$ cat src/lcd_pkg.sv
package lcd_pkg;

  // **********************************************************************
  // display side widths and codes
  // **********************************************************************

  localparam int unsigned coord_bits = 8;   // low byte of each vertex word
  localparam int unsigned color_bits = 16;  // rgb565
  localparam int unsigned len_bits   = 12;  // length in bytes, 2048 max

  // caset + 4, raset + 4, ramwr + 2
  localparam int unsigned pixel_bytes = 13;

  // st7789 commands used per pixel
  typedef enum logic [7:0] {
    caset = 8'h2a,
    raset = 8'h2b,
    ramwr = 8'h2c
  } lcd_cmd_e;

  typedef enum logic [2:0] {
    draw_idle,
    draw_fetch_x,
    draw_fetch_y,
    draw_step,
    draw_last
  } draw_state_e;

  typedef enum logic [1:0] {
    wr_idle,
    wr_load,
    wr_shift
  } write_state_e;

endpackage

$ cat src/pixel_if.sv
`timescale 1ns/1ps

// one pixel at a time, drawer -> display writer
interface pixel_if;
  logic                            pix;    // strobe, only while busy low
  logic [lcd_pkg::coord_bits-1:0]  x;
  logic [lcd_pkg::coord_bits-1:0]  y;
  logic [lcd_pkg::color_bits-1:0]  color;
  logic                            busy;   // writer still shifting

  modport source (
    output pix,
    output x,
    output y,
    output color,
    input  busy
  );

  modport sink (input pix, input x, input y, input color, output busy);
endinterface

$ cat src/lcd_pixel_writer.sv
`timescale 1ns/1ps

module lcd_pixel_writer (
  input  logic  clk,
  input  logic  reset,
  pixel_if.sink px,
  output logic  lcd_clk,
  output logic  lcd_mosi,
  output logic  lcd_dc
);

  lcd_pkg::write_state_e state;

  logic [lcd_pkg::coord_bits-1:0] x_q, y_q;
  logic [lcd_pkg::color_bits-1:0] color_q;
  logic [3:0]                     byte_idx;
  logic [3:0]                     sel_idx;   // byte to start next
  logic [2:0]                     bit_cnt;
  logic [6:0]                     sh;        // remaining bits
  logic [7:0]                     cur_byte;
  logic                           cur_dc;

  assign sel_idx = (state == lcd_pkg::wr_load) ? byte_idx : byte_idx + 4'd1;

  // **********************************************************************
  // per pixel byte sequence
  // **********************************************************************
  always_comb begin
    cur_byte = 8'h00;   // zero msb of start/end coords
    cur_dc   = 1'b1;
    case (sel_idx)
      4'd0: begin
        cur_byte = lcd_pkg::caset;
        cur_dc   = 1'b0;
      end
      4'd2, 4'd4: cur_byte = x_q;           // xs = xe
      4'd5: begin
        cur_byte = lcd_pkg::raset;
        cur_dc   = 1'b0;
      end
      4'd7, 4'd9: cur_byte = y_q;           // ys = ye
      4'd10: begin
        cur_byte = lcd_pkg::ramwr;
        cur_dc   = 1'b0;
      end
      4'd11: cur_byte = color_q[15:8];
      4'd12: cur_byte = color_q[7:0];
      default: cur_byte = 8'h00;
    endcase
  end

  // mode 3, mosi moves with falling lcd_clk, 2 clk per bit
  always_ff @(posedge clk) begin
    if (reset) begin
      state    <= lcd_pkg::wr_idle;
      px.busy  <= 1'b0;
      lcd_clk  <= 1'b1;
      lcd_mosi <= 1'b1;
      lcd_dc   <= 1'b0;
      byte_idx <= '0;
      bit_cnt  <= '0;
    end else begin
      case (state)
        lcd_pkg::wr_idle: begin
          if (px.pix) begin
            x_q      <= px.x;
            y_q      <= px.y;
            color_q  <= px.color;
            px.busy  <= 1'b1;
            byte_idx <= '0;
            state    <= lcd_pkg::wr_load;
          end
        end
        lcd_pkg::wr_load: begin      // first byte, first falling edge
          lcd_clk  <= 1'b0;
          lcd_mosi <= cur_byte[7];
          sh       <= cur_byte[6:0];
          lcd_dc   <= cur_dc;
          bit_cnt  <= '0;
          state    <= lcd_pkg::wr_shift;
        end
        default: begin               // wr_shift
          if (!lcd_clk) begin
            lcd_clk <= 1'b1;         // display samples here
          end else if (bit_cnt != 3'd7) begin
            lcd_clk  <= 1'b0;
            lcd_mosi <= sh[6];
            sh       <= {sh[5:0], 1'b0};
            bit_cnt  <= bit_cnt + 3'd1;
          end else if (byte_idx == lcd_pkg::pixel_bytes - 1) begin
            state    <= lcd_pkg::wr_idle;
            px.busy  <= 1'b0;
            lcd_mosi <= 1'b1;        // idle level
          end else begin
            byte_idx <= byte_idx + 4'd1; // next byte, no gap
            lcd_clk  <= 1'b0;
            lcd_mosi <= cur_byte[7];
            sh       <= cur_byte[6:0];
            lcd_dc   <= cur_dc;
            bit_cnt  <= '0;
          end
        end
      endcase
    end
  end

  a_busy_follows_pix: assert property (@(posedge clk) disable iff (reset) px.pix |=> px.busy)
    else $error("busy did not rise after pixel strobe");

endmodule

$ cat src/flat_wrapper.sv
// flat-port wrapper written by rule: the top's interface ports become plain ports
module lcd_pixel_writer_flat 
  (clk, reset, lcd_clk, lcd_mosi, lcd_dc, px_pix, px_x, px_y, px_color, px_busy);
  pixel_if px_i ();
  input  logic clk;
  input  logic reset;
  output logic lcd_clk;
  output logic lcd_mosi;
  output logic lcd_dc;
  input wire logic [$bits(px_i.pix)-1:0] px_pix;
  input wire logic [$bits(px_i.x)-1:0] px_x;
  input wire logic [$bits(px_i.y)-1:0] px_y;
  input wire logic [$bits(px_i.color)-1:0] px_color;
  output wire logic [$bits(px_i.busy)-1:0] px_busy;
  assign px_i.pix = px_pix;
  assign px_i.x = px_x;
  assign px_i.y = px_y;
  assign px_i.color = px_color;
  assign px_busy = px_i.busy;
  lcd_pixel_writer u_core (.clk(clk), .reset(reset), .px(px_i), .lcd_clk(lcd_clk), .lcd_mosi(lcd_mosi), .lcd_dc(lcd_dc));
endmodule
$ cat config.mk
export PLATFORM = sky130hd
export DESIGN_NAME = lcd_pixel_writer_flat
export DESIGN_NICKNAME = d
export VERILOG_FILES = /design/src/lcd_pkg.sv /design/src/pixel_if.sv /design/src/lcd_pixel_writer.sv /design/src/flat_wrapper.sv
export SDC_FILE = /design/constraint.sdc
export NUM_CORES = 1
export LEC_CHECK = 0
export BUFFER_PORTS_ARGS = -buffer_cell sky130_fd_sc_hd__buf_2
export CAP_MARGIN = 0
export CELL_PAD_IN_SITES_DETAIL_PLACEMENT = 1
export CELL_PAD_IN_SITES_GLOBAL_PLACEMENT = 2
export CORE_UTILIZATION = 30
export CTS_CLUSTER_DIAMETER = 120
export DETAILED_ROUTE_END_ITERATION = 10
export PLACE_DENSITY_LB_ADDON = 0.1
export SETUP_SLACK_MARGIN = 0.3
export SLEW_MARGIN = 20
export SYNTH_ARGS = -nofsm -noshare
export SYNTH_HDL_FRONTEND = slang
export SYNTH_SLANG_ARGS = --single-unit
$ cat constraint.sdc
create_clock -name clk -period 4.7 [get_ports clk]
set_input_delay 0.94 -clock clk [delete_from_list [all_inputs] [get_ports clk]]
set_output_delay 0.94 -clock clk [all_outputs]
set_load 0.02 [all_outputs]
# ---- Yosys cells after proc, flatten, opt, wreduce, memory -nomap -nowiden
# Index checks and enable logic that the tools add are counted.
dict set report classes {
  n_addsub 2
  eq_ne 18
  mux 38
  bitwise_logic 3
  reduce_logical 18
}
# op count
set op_table {}
lappend op_table {{$pmux 8 s7} 1}
lappend op_table {{$mux 7} 3}
lappend op_table {{$eq 4x4->1 const B} 5}
lappend op_table {{$mux 4} 5}
lappend op_table {{$mux 1} 14}
lappend op_table {{$pmux 7 s2} 1}
lappend op_table {{$eq 4x3->1 const B} 3}
lappend op_table {{$reduce_and 4->1} 3}
lappend op_table {{$reduce_and 5->1} 2}
lappend op_table {{$mux 3} 3}
lappend op_table {{$mux 2} 4}
lappend op_table {{$pmux 1 s2} 4}
lappend op_table {{$pmux 4 s2} 1}
lappend op_table {{$ne 2x2->1 const B} 3}
lappend op_table {{$pmux 3 s2} 1}
lappend op_table {{$reduce_and 3->1} 2}
lappend op_table {{$reduce_bool 2->1} 3}
lappend op_table {{$reduce_bool 3->1} 2}
lappend op_table {{$add 4x1->4 const B} 1}
lappend op_table {{$eq 4x2->1 const B} 1}
lappend op_table {{$logic_not 4->1} 1}
lappend op_table {{$ne 2x1->1 const B} 2}
lappend op_table {{$pmux 2 s2} 1}
lappend op_table {{$reduce_or 2->1} 2}
lappend op_table {{other kinds (9)} 11}
dict set report word_totals {
  regBits 52
  output_inout_bits 4
  word_cells 90
}

# ---- Depth between registers and ports, before layout
# Gate-level depths: netlist (run 1).
dict set report logic_depth {
  ltp_word 9
  ltp_mapped 10
  mapped_depth_nobuf 8
}

# ---- Least setup slack after synthesis (run 1)
# OpenSTA, ideal clock, no wires.
dict set report synth_path {
  kind {input port to flip-flop}
  start {input port reset}
  end {register u_core.color_q[0] (netlist name), enable pin}
  setup_time_ns 0.421
  t_arrival_ns 2.679
  setup_slack_ns 1.600
  path_stages 3
  cell_sequence {clkbuf_1 -> clkbuf_1 -> nor2_1}
}
dict set report synth_between {
  elab_chain_len 2
}
# element line
set synth_lines {}
lappend synth_lines {{start, declared} flat_wrapper.sv:6} ;# input logic reset;
lappend synth_lines {{$not 1->1 (no line)} -}
lappend synth_lines {{$reduce_and 3->1 (no line)} -}
lappend synth_lines {{end signal, assigned} lcd_pixel_writer.sv:68} ;# color_q <= px.color;
lappend synth_lines {{end, declared} lcd_pixel_writer.sv:15} ;# logic [lcd_pkg::color_bits-1:0] color_q;
# No other way between the ends.
# A chain may end at the register's enable or synchronous reset.

# ---- Worst setup path after layout (run 1)
dict set report layout_path {
  start {register u_core.byte_idx[0]}
  end {register u_core.sh[3] (data pin)}
}
dict set report layout_between {
  elab_chain_len 9
  elab_cells_between_ends 18
  cone_classes {add/sub: 1; eq/ne: 8; mux: 6; reduce/logical: 3}
}
# element line
set layout_lines {}
lappend layout_lines {{start, declared} lcd_pixel_writer.sv:16} ;# logic [3:0] byte_idx;
lappend layout_lines {{start signal, assigned} lcd_pixel_writer.sv:95} ;# byte_idx <= byte_idx + 4'd1;
lappend layout_lines {{$add 4x1->4} lcd_pixel_writer.sv:23} ;# assign sel_idx = (state == lcd_pkg::wr_load) ? byte_idx : byte_idx + 4'd1;
lappend layout_lines {{$mux 4 (*)} lcd_pixel_writer.sv:23}
lappend layout_lines {{$eq 4x3->1 (tied with other cells)} lcd_pixel_writer.sv:31} ;# case (sel_idx)
lappend layout_lines {{$reduce_or 2->1} lcd_pixel_writer.sv:31}
lappend layout_lines {{$pmux 8 s7 (*)} lcd_pixel_writer.sv:31}
lappend layout_lines {{$mux 7} lcd_pixel_writer.sv:90} ;# end else if (byte_idx == lcd_pkg::pixel_bytes - 1) begin
lappend layout_lines {{$mux 7} lcd_pixel_writer.sv:85} ;# end else if (bit_cnt != 3'd7) begin
lappend layout_lines {{$mux 7} lcd_pixel_writer.sv:83} ;# if (!lcd_clk) begin
lappend layout_lines {{$pmux 7 s2 (*)} lcd_pixel_writer.sv:63} ;# case (state)
lappend layout_lines {{end signal, assigned} lcd_pixel_writer.sv:77} ;# sh <= cur_byte[6:0];
lappend layout_lines {{end signal, assigned} lcd_pixel_writer.sv:88} ;# sh <= {sh[5:0], 1'b0};
lappend layout_lines {{end signal, assigned} lcd_pixel_writer.sv:98} ;# sh <= cur_byte[6:0];
lappend layout_lines {{end, declared} lcd_pixel_writer.sv:19} ;# logic [6:0] sh;
# Mark *: on every way between the ends. The rest lies on a longest branch, timed or not. The select of a mux whose other input is x is not followed.

==> results.sh, run 1 <==
export IMPL_status="finished, final reports clean"
export IMPL_start_kind="flop"
export IMPL_worstHoldPathCells=2
export IMPL_antenna_cells=0
export IMPL_rr_startpoint="u_core.byte_idx[0]"
export IMPL_p_clk_share_pct=33.9
export IMPL_ys_async_sr_fraction_pct=0
export IMPL_start_util_pct=31.4
export IMPL_relSlewSlack_pct=39.6
export IMPL_syn_inst=234
export IMPL_fmax_mhz=327
export IMPL_synth_seq_cells=52
export IMPL_hpwl_um=4750
export IMPL_pin_count=39
export IMPL_gp_congestion=0.788
export IMPL_period_share_pct=65.0
export IMPL_synth_most_common_cell="edfxtp_1"
export IMPL_final_nets=305
export IMPL_grt_pass1_vias=1954
export IMPL_post_synth_cell_area_avg_um2=11.2
export IMPL_p_leak_nw=1.11
export IMPL_irDropWorstVdd_v=0.000147
export IMPL_r2r_worst_path_cells=7
export IMPL_clkSlewWorstSetupHoldPaths_ns=0.09
export IMPL_remaining_drc_errors=0
export IMPL_routed_wl_um=6470
export IMPL_synth_top_cells_by_area="edfxtp_1 (45%), dfxtp_1 (9.9%), a21oi_1 (2.7%)"
export IMPL_dpl_worst_slack_ns=1.71
export IMPL_ys_flop_type="edfxtp_1"
export IMPL_setup_ws_ns=1.64
export IMPL_crit_arrival_ns=3.20
export IMPL_synth_top_cell_by_area="edfxtp_1"
export IMPL_synth_cell_type_count=57
export IMPL_port_buffers=38
export IMPL_whs_endpoint="u_core.px.busy"
export IMPL_worstMarginPinSlew_ns=0.907
export IMPL_power_frac_comb_pct=9.0
export IMPL_overflow=0
export IMPL_seqPwrFrac_pct=57.1
export IMPL_cts_hold_buf=0
export IMPL_yosysSeqAreaShare_pct=54.7
export IMPL_dieArea_um2=9100
export IMPL_ys_top_cells_by_count="edfxtp_1 (39), nor2_1 (17), a21oi_1 (14), nand2_1 (14), dfxtp_1 (13)"
export IMPL_multi_input_area_um2=1090
export IMPL_drive_above_1_share_pct=21.7
export IMPL_core_um2=8340
export IMPL_num_vias=1951
export IMPL_area_growth_pct=14.6
export IMPL_rrSetupSlack_ns=1.64
export IMPL_post_cts_buffers=0
export IMPL_period_needed_ns=3.06
export IMPL_die_height_um=95.4
export IMPL_min_from="u_core.px.busy"
export IMPL_min_path_type="reg2reg"
export IMPL_slew_viol_final=0
export IMPL_grt_antenna_before_repair=0
export IMPL_hold_viol=0
export IMPL_synth_nets=273
export IMPL_cts_buffers=5
export IMPL_drtAntennaViolNets=0
export IMPL_drt_iter0_drc=93
export IMPL_critPathMaxFanout=16
export IMPL_wl_per_cell_um=17.4
export IMPL_crit_type="reg2reg"
export IMPL_cts_repair_resized=0
export IMPL_switching_share_pct=23.4
export IMPL_grt_max_degree=32
export IMPL_p_int_uw=715
export IMPL_setup_tns_ns=0
export IMPL_final_seq_area_um2=1430
export IMPL_nFillCells=938
export IMPL_die_w_um=95.4
export IMPL_grt_use_total_pct=15.3
export IMPL_synth_top_area_share_pct=44.7
export IMPL_yosysWarningCount=0
export IMPL_clkSinkCount=52
export IMPL_setup_viol=0
export IMPL_dr_pass1_iters=4
export IMPL_maxCapViolCount=0
export IMPL_vias_per_cell=5.24
export IMPL_grt_pass1_wl_um=10300
export IMPL_cts_buffer_depth=2
export IMPL_r2r_end="u_core.sh[3]"
export IMPL_cts_tree="built"
export IMPL_rsz0062_at_grt="false"
export IMPL_netlist_area_um2=2620
export IMPL_synth_edf_count=39
export IMPL_switchingPower_uw=218
export IMPL_finalClockSkew_ns=0.00763
export IMPL_rows=33
export IMPL_power_density_nw_per_um2=311
export IMPL_htree_levels=2
export IMPL_required_ns=4.85
export IMPL_crit_path_end_kind="flop"
export IMPL_clkLatencyLatePin_ns=0.31
export IMPL_cts_root_buf="clkbuf_8"
[power groups by stage]
stage                     Sequential (mW)  Combinational (mW)  Clock, mW
final                               0.533              0.0838      0.316
after global placement              0.545              0.0842          0
after detailed placement            0.544              0.0852          0
after global routing                0.536              0.0944      0.340
after CTS                           0.533              0.0856      0.327
after floorplan                     0.544              0.0486          0
[cell type report]
| type | count | area share [%] |
|---|---|---|
| Tap cell | 105 | 4.38 |
| Sequential cell | 52 | 47.7 |
| Timing Repair Buffer | 40 | 6.84 |
| Multi-Input combinational cell | 160 | 36.3 |
| Clock inverter | 3 | 1.54 |
| Clock buffer | 5 | 2.29 |
| Inverter | 7 | 0.876 |
[state kept, by name, indices dropped and copies added (netlist names), 2 cells and up]
register	cells
u_core.byte_idx	4
u_core.state	2
u_core.x_q	8
u_core.y_q	8
u_core.sh	7
u_core.bit_cnt	3
u_core.color_q	16
[metal layers]
layer  share of wire, %  wire length [um]  track usage (%)
met1                 48              3070             21.7
met2                 48              3100             23.9
met3                3.8               244             2.79
met4               0.73                47             4.23
met5                  0                 0                0
[worst max path at each step]
stage	from	end	cells past startpoint
4_1_cts	u_core.byte_idx[0]	u_core.sh[3]	7
3_3_place_gp	u_core.byte_idx[0]	u_core.sh[3]	7
2_1_floorplan	reset	u_core.color_q[0]	3
5_1_grt	u_core.byte_idx[0]	u_core.sh[3]	7
3_5_place_dp	u_core.byte_idx[0]	u_core.sh[3]	7
6_report	u_core.byte_idx[0]	u_core.sh[3]	7
[metrics by stage]
step | util (%) | std cells | instance area [um2] | power (mW) | hold slack (ns)
3_3_place_gp | 34.6 | 364 | 2880 | 0.629 | 0.457
6_report | 36.0 | 372 | 3000 | 0.933 | 0.479
5_1_grt | 36.0 | 372 | 3000 | 0.970 | 0.507
3_5_place_dp | 34.6 | 364 | 2880 | 0.629 | 0.468
4_1_cts | 36.0 | 372 | 3000 | 0.946 | 0.482
2_1_floorplan | - | 234 | 2620 | 0.592 | 0.503
[layout by cell type (no fill, tap or decap), types with 2 or more instances in the layout]
cell type	count
a21oi_1	14
nor3_1	10
a221oi_1	2
nor2_1	16
nand2_1	14
nor2_2	2
ha_1	4
nand4_1	3
or3_1	2
a31oi_1	4
nand2b_1	3
clkbuf_8	5
nor3b_1	3
buf_2	38
a22o_1	2
buf_4	2
xor2_1	2
a22oi_1	3
nor2b_1	4
and4b_1	3
a211oi_1	4
a21boi_1	2
xnor2_1	3
a222oi_1	4
o21ai_0	7
dfxtp_1	13
o31ai_1	2
nand3_1	10
o211ai_1	2
and2_1	2
inv_1	7
a311oi_1	2
edfxtp_1	39
o21ai_1	4
o21a_1	2
mux2i_1	5
[cells by family (layout without fill, tap and decap cells)]
group,count (synthesis),count (layout),synth area share [%]
and+or+nand+nor,77,77,15.5
AOI/OAI and AO/OA,66,66,18.4
DFF,52,52,54.7
buffers and inverters,22,55,3.78
xor gates and xnor gates,7,7,3.44
muxes,6,6,2.34
adders and majority gates,4,4,1.91
[worst max-delay path, stage by stage, from the launching register on]
cell and delay [ns]:
dfxtp_1 0.65, inv_1 0.29, ha_1 0.47, inv_1 0.19
nand3_1 0.13, a2111oi_0 0.69, a31oi_1 0.23, a32oi_1 0.25
No activity file was read; power rests on OpenSTA's default activity.
==> inputs of run 2 (changes only) <==
==> constraint.sdc (replaced) <==
create_clock -name clk -period 3 [get_ports clk]
set_input_delay 0.6 -clock clk [delete_from_list [all_inputs] [get_ports clk]]
set_output_delay 0.6 -clock clk [all_outputs]
set_load 0.02 [all_outputs]
==> run 2 against run 1 <==
  * Setup slack got worse by 1.2 ns
  * Design area rose by 3.5%
  * Hold slack got worse by 0.014 ns
  * First-iteration DRC count rose by 4.3%
  * Combinational power rose by 65%
  * Routed wire length rose by 4.8%
  * Clock power rose by 57%
  * Critical path depth rose by 1
==> results.sh, run 2 (synthesized netlist as in run 1, its figures left out) <==
export IMPL_crit_arrival_ns=2.58
export IMPL_wl_per_cell_um=17.6
export IMPL_grt_use_total_pct=16.1
export IMPL_cts_root_buf="clkbuf_8"
export IMPL_seqPwrFrac_pct=56.8
export IMPL_die_w_um=95.4
export IMPL_fmax_mhz=393
export IMPL_p_clk_share_pct=33.7
export IMPL_worstMarginPinSlew_ns=0.625
export IMPL_min_path_type="in2reg"
export IMPL_grt_pass1_wl_um=11000
export IMPL_top_register="u_core.color_q"
export IMPL_critical_path_max_stage_delay_ns=0.51
export IMPL_pin_count=39
export IMPL_remaining_drc_errors=0
export IMPL_crit_path_end_kind="flop"
export IMPL_post_cts_buffers=0
export IMPL_clkSlewWorstSetupHoldPaths_ns=0.10
export IMPL_setup_viol=0
export IMPL_status="finished, final reports clean"
export IMPL_switching_share_pct=23.4
export IMPL_p_int_mw=1.12
export IMPL_critical_path_top_delay_family="compound AO/OA/AOI/OAI gates"
export IMPL_dpl_worst_slack_ns=0.397
export IMPL_cts_tree="built"
export IMPL_grt_antenna_before_repair=0
export IMPL_vias_per_cell=5.16
export IMPL_setup_ws_ns=0.458
export IMPL_crit_type="reg2reg"
export IMPL_grt_max_degree=33
export IMPL_start_util_pct=31.4
export IMPL_nFillCells=956
export IMPL_grt_pass1_vias=2103
export IMPL_critPathMaxFanout=8
export IMPL_htree_levels=2
export IMPL_cp_buffers_inverters=2
export IMPL_clkLatencyLatePin_ns=0.30
export IMPL_dr_pass1_iters=4
export IMPL_final_cell_mix="edfxtp_1 (39), buf_2 (38), nor2_1 (16), buf_4 (16)"
export IMPL_power_frac_comb_pct=9.4
export IMPL_crit_slowest_cell="dfxtp_1"
export IMPL_rows=33
export IMPL_period_share_pct=84.7
export IMPL_start_kind="flop"
export IMPL_dpl_instance_area_um2=2990
export IMPL_p_leak_nw=1.18
export IMPL_hpwl_um=5080
export IMPL_holdWs_ns=0.464
export IMPL_antenna_cells=0
export IMPL_dieArea_um2=9100
export IMPL_final_cell_area_um2=3100
export IMPL_finalClockSkew_ns=0.00472
export IMPL_gp_congestion=0.740
export IMPL_drt_iter0_drc=97
export IMPL_utilization_pct=37.2
export IMPL_die_height_um=95.4
export IMPL_maxCapViolCount=0
export IMPL_cts_buffers=5
export IMPL_num_vias=1990
export IMPL_setup_tns_ns=0
export IMPL_rsz0062_at_grt="false"
export IMPL_irDropWorstVdd_v=0.000210
export IMPL_clkSinkCount=52
export IMPL_final_common_cell="edfxtp_1"
export IMPL_hold_viol=0
export IMPL_area_growth_pct=18.5
export IMPL_reg_top3="u_core.color_q (16), u_core.x_q (8), u_core.y_q (8)"
export IMPL_switchingPower_uw=343
export IMPL_drive_above_1_share_pct=25.6
export IMPL_overflow=0
export IMPL_final_nets=319
export IMPL_routed_wl_um=6780
export IMPL_core_um2=8340
export IMPL_period_needed_ns=2.54
export IMPL_cts_buffer_depth=2
export IMPL_path_cells="inv_1 -> ha_1 -> a31oi_1 -> a2111oi_4 -> buf_4 -> a222oi_1 -> a21boi_1 -> a32oi_1"
export IMPL_slew_viol_final=0
export IMPL_largest_register_ffs=16
export IMPL_drtAntennaViolNets=0
export IMPL_relSlewSlack_pct=58.2
export IMPL_power_density_nw_per_um2=473
export IMPL_required_ns=3.04
export IMPL_port_buffers=38
## run 2: final timing paths
check / depth (start not counted) / slack (ns) / endpoint / from
setup / recovery: 8 / 0.46 / u_core.sh[3] / u_core.byte_idx[1]
hold / removal: 1 / 0.46 / u_core.color_q[1] / px_color[1]
hold reg to reg: 2 / 0.49 / u_core.px.busy / u_core.px.busy
setup reg to reg: 8 / 0.46 / u_core.sh[3] / u_core.byte_idx[1]
## run 2: power groups by stage
stage                     clock [mW]  sequential, mW  combinational [mW]
after global placement             0           0.852               0.139
final                          0.495           0.834               0.138
after CTS                      0.514           0.835               0.141
after floorplan                    0           0.851              0.0767
after detailed placement           0           0.851               0.140
after global routing           0.538           0.839               0.155
## run 2: what timing repair did
item	in CTS	in global routing
resized for setup	0	2
setup endpoints to repair	0	5
hold buffers	0	0
## run 2: cell type report
| type | count | area (um2) | area share [%] |
|---|---|---|---|
| flip-flops and latches | 52 | 1430 | 46.2 |
| multi-input cells | 160 | 1090 | 35.2 |
| clock buffers | 6 | 72.6 | 2.34 |
| repair buffers | 54 | 310 | 10.0 |
| well taps | 105 | 131 | 4.23 |
| inverters | 7 | 26.3 | 0.847 |
| clock inverters | 2 | 38.8 | 1.25 |
## run 2: metrics by stage
stage	cells	total power, mW
floorplan	234	0.928
global placement	378	0.990
CTS	386	1.49
global route	386	1.53
finish	386	1.47
detailed placement	378	0.992
## run 2: per-layer routing
layer / GRT usage [%] / part of all wire, %
met4: 3.61 / 0.66
met5: 0 / 0
met3: 3.27 / 3.3
met2: 26.8 / 48
met1: 21.6 / 48
==> inputs of run 3 (changes only) <==
==> constraint.sdc (replaced) <==
create_clock -name clk -period 2.4 [get_ports clk]
set_input_delay 0.48 -clock clk [delete_from_list [all_inputs] [get_ports clk]]
set_output_delay 0.48 -clock clk [all_outputs]
set_load 0.02 [all_outputs]
==> run 3 against run 2 <==
  * Sequential cell count stayed put
  * Global-route usage is 0.73 points higher
  * Via count is 5.6% higher
  * Largest power group unchanged
  * Hold slack worse by 0.14 ns
  * Total power is 27% higher
  * Maximum frequency is 22% higher
  * Clock skew is 0.012 ns higher
  * Count of clock-buffer cells in the layout stayed put
  * Core utilization is 4.0 points higher
  * Routed wire length is 5.3% higher
  * Clock power is 27% higher
  * Combinational power is 49% higher
==> results.sh, run 3 (synthesized netlist as in run 1, its figures left out) <==
export IMPL_final_common_cell="edfxtp_1"
export IMPL_min_path_type="in2reg"
export IMPL_antenna_cells=0
export IMPL_start_kind="flop"
export IMPL_p_leak_nw=1.31
export IMPL_maxCapViolCount=0
export IMPL_crit_type="reg2reg"
export IMPL_area_growth_pct=31.2
export IMPL_nFillCells=911
export IMPL_htree_levels=2
export IMPL_cts_buffers=5
export IMPL_final_cell_mix="edfxtp_1 (39), buf_2 (38), buf_4 (34)"
export IMPL_port_buffers=38
export IMPL_worstMarginPinSlew_ns=0.436
export IMPL_die_height_um=95.4
export IMPL_top_register="u_core.color_q"
export IMPL_utilization_pct=41.2
export IMPL_setup_viol=0
export IMPL_drtAntennaViolNets=0
export IMPL_grt_max_degree=33
export IMPL_drive_above_1_share_pct=39.1
export IMPL_wl_per_cell_um=17.5
export IMPL_crit_slowest_cell="dfxtp_4"
export IMPL_crit_path_end_kind="flop"
export IMPL_remaining_drc_errors=0
export IMPL_irDropWorstVdd_v=0.000281
export IMPL_period_share_pct=87.2
export IMPL_grt_use_total_pct=16.8
export IMPL_rsz0062_at_grt="true"
export IMPL_final_cell_area_um2=3430
export IMPL_pin_count=39
export IMPL_cts_hold_buf=0
export IMPL_start_util_pct=31.4
export IMPL_core_um2=8340
export IMPL_clkLatencyLatePin_ns=0.32
export IMPL_cts_root_buf="clkbuf_8"
export IMPL_period_needed_ns=2.09
export IMPL_critical_path_top_delay_family="compound AO/OA/AOI/OAI gates"
export IMPL_clkSinkCount=52
export IMPL_num_vias=2102
export IMPL_dr_pass1_iters=5
export IMPL_dp_cells=386
export IMPL_routed_wl_um=7140
export IMPL_overflow=0
export IMPL_slew_viol_final=0
export IMPL_cts_buffer_depth=2
export IMPL_largest_register_ffs=16
export IMPL_status="finished, final reports clean"
export IMPL_cts_tree="built"
export IMPL_relSlewSlack_pct=70.9
export IMPL_hpwl_um=5140
export IMPL_vias_per_cell=5.16
export IMPL_hold_viol=0
export IMPL_reg_top3="u_core.color_q (16), u_core.x_q (8), u_core.y_q (8)"
export IMPL_cp_buffers_inverters=2
export IMPL_gp_congestion=0.761
export IMPL_dpl_instance_area_um2=3080
export IMPL_setup_tns_ns=0
export IMPL_finalClockSkew_ns=0.0167
export IMPL_dieArea_um2=9100
export IMPL_final_nets=340
export IMPL_clkSlewWorstSetupHoldPaths_ns=0.11
export IMPL_grt_pass1_wl_um=11400
export IMPL_final_seq_area_um2=1450
export IMPL_grt_antenna_before_repair=0
export IMPL_critPathMaxFanout=8
export IMPL_drt_iter0_drc=65
export IMPL_required_ns=2.46
export IMPL_multi_input_area_um2=1230
export IMPL_grt_pass1_vias=2097
export IMPL_fmax_mhz=478
export IMPL_rows=33
export IMPL_power_density_nw_per_um2=545
export IMPL_final_cells=407
export IMPL_critical_path_max_stage_delay_ns=0.41
export IMPL_crit_arrival_ns=2.15
export IMPL_die_w_um=95.4
export IMPL_path_cells="inv_1 -> ha_4 -> inv_2 -> a311oi_1 -> a2111oi_2 -> a31oi_1 -> a32oi_1"
## run 3: cell types whose count changed in the layout (fill, tap and decap cells not counted), sizes merged
cell,delta
buf,+21
## run 3: timing repair
item / CTS / global route
endpoints found under the setup margin: 9 / 16
setup buffers: 11 / 2
gates resized for setup: 21 / 13
pin swaps: 7 / 9
## run 3: power breakdown
| group | internal [mW] | switching, mW |
|---|---|---|
| Sequential | 1.02 | 0.0190 |
| Clock | 0.316 | 0.313 |
| Combinational | 0.0899 | 0.117 |
## run 3: worst reg2reg max path, stage by stage, from the launching register on
cell and delay [ns]:
dfxtp_4 0.41, inv_1 0.10, ha_4 0.34, inv_2 0.08, a311oi_1 0.34, a2111oi_2 0.09, a31oi_1 0.33, a32oi_1 0.15
## run 3: metrics by stage
| stage | total power, mW | hold WS (ns) | worst slack (ns) |
|---|---|---|---|
| global placement | 1.25 | 0.464 | 0.00148 |
| CTS | 1.90 | 0.313 | 0.297 |
| floorplan | 1.16 | 0.503 | 0.316 |
| detailed placement | 1.25 | 0.478 | 0.0448 |
| finish | 1.87 | 0.327 | 0.308 |
| global route | 1.96 | 0.307 | 0.202 |
## run 3: layout make-up
class	count	area share (%)
flip-flops and latches	52	42.1
multi-input cells	160	35.9
repair buffers	75	14.2
well taps	105	3.83
clock buffers	6	2.11
clock inverters	2	1.13
inverters	7	0.765
## run 3: layer usage
metal	up-vias	part of all wire, %	GRT usage (%)	wire (um)
li1	1024	-	-	-
met1	1028	48	23.7	3420
met2	42	47	26.0	3360
met3	8	3.8	3.35	269
met4	0	1.1	5.22	82
met5	-	0	0	0
## run 3: final timing paths
check | from | cells past startpoint | slack (ns) | end
setup / recovery | u_core.byte_idx[1] | 7 | 0.31 | u_core.sh[3]
setup reg to reg | u_core.byte_idx[1] | 7 | 0.31 | u_core.sh[3]
hold reg to reg | u_core.lcd_dc | 2 | 0.49 | u_core.lcd_dc
hold / removal | px_color[7] | 1 | 0.33 | u_core.color_q[7]
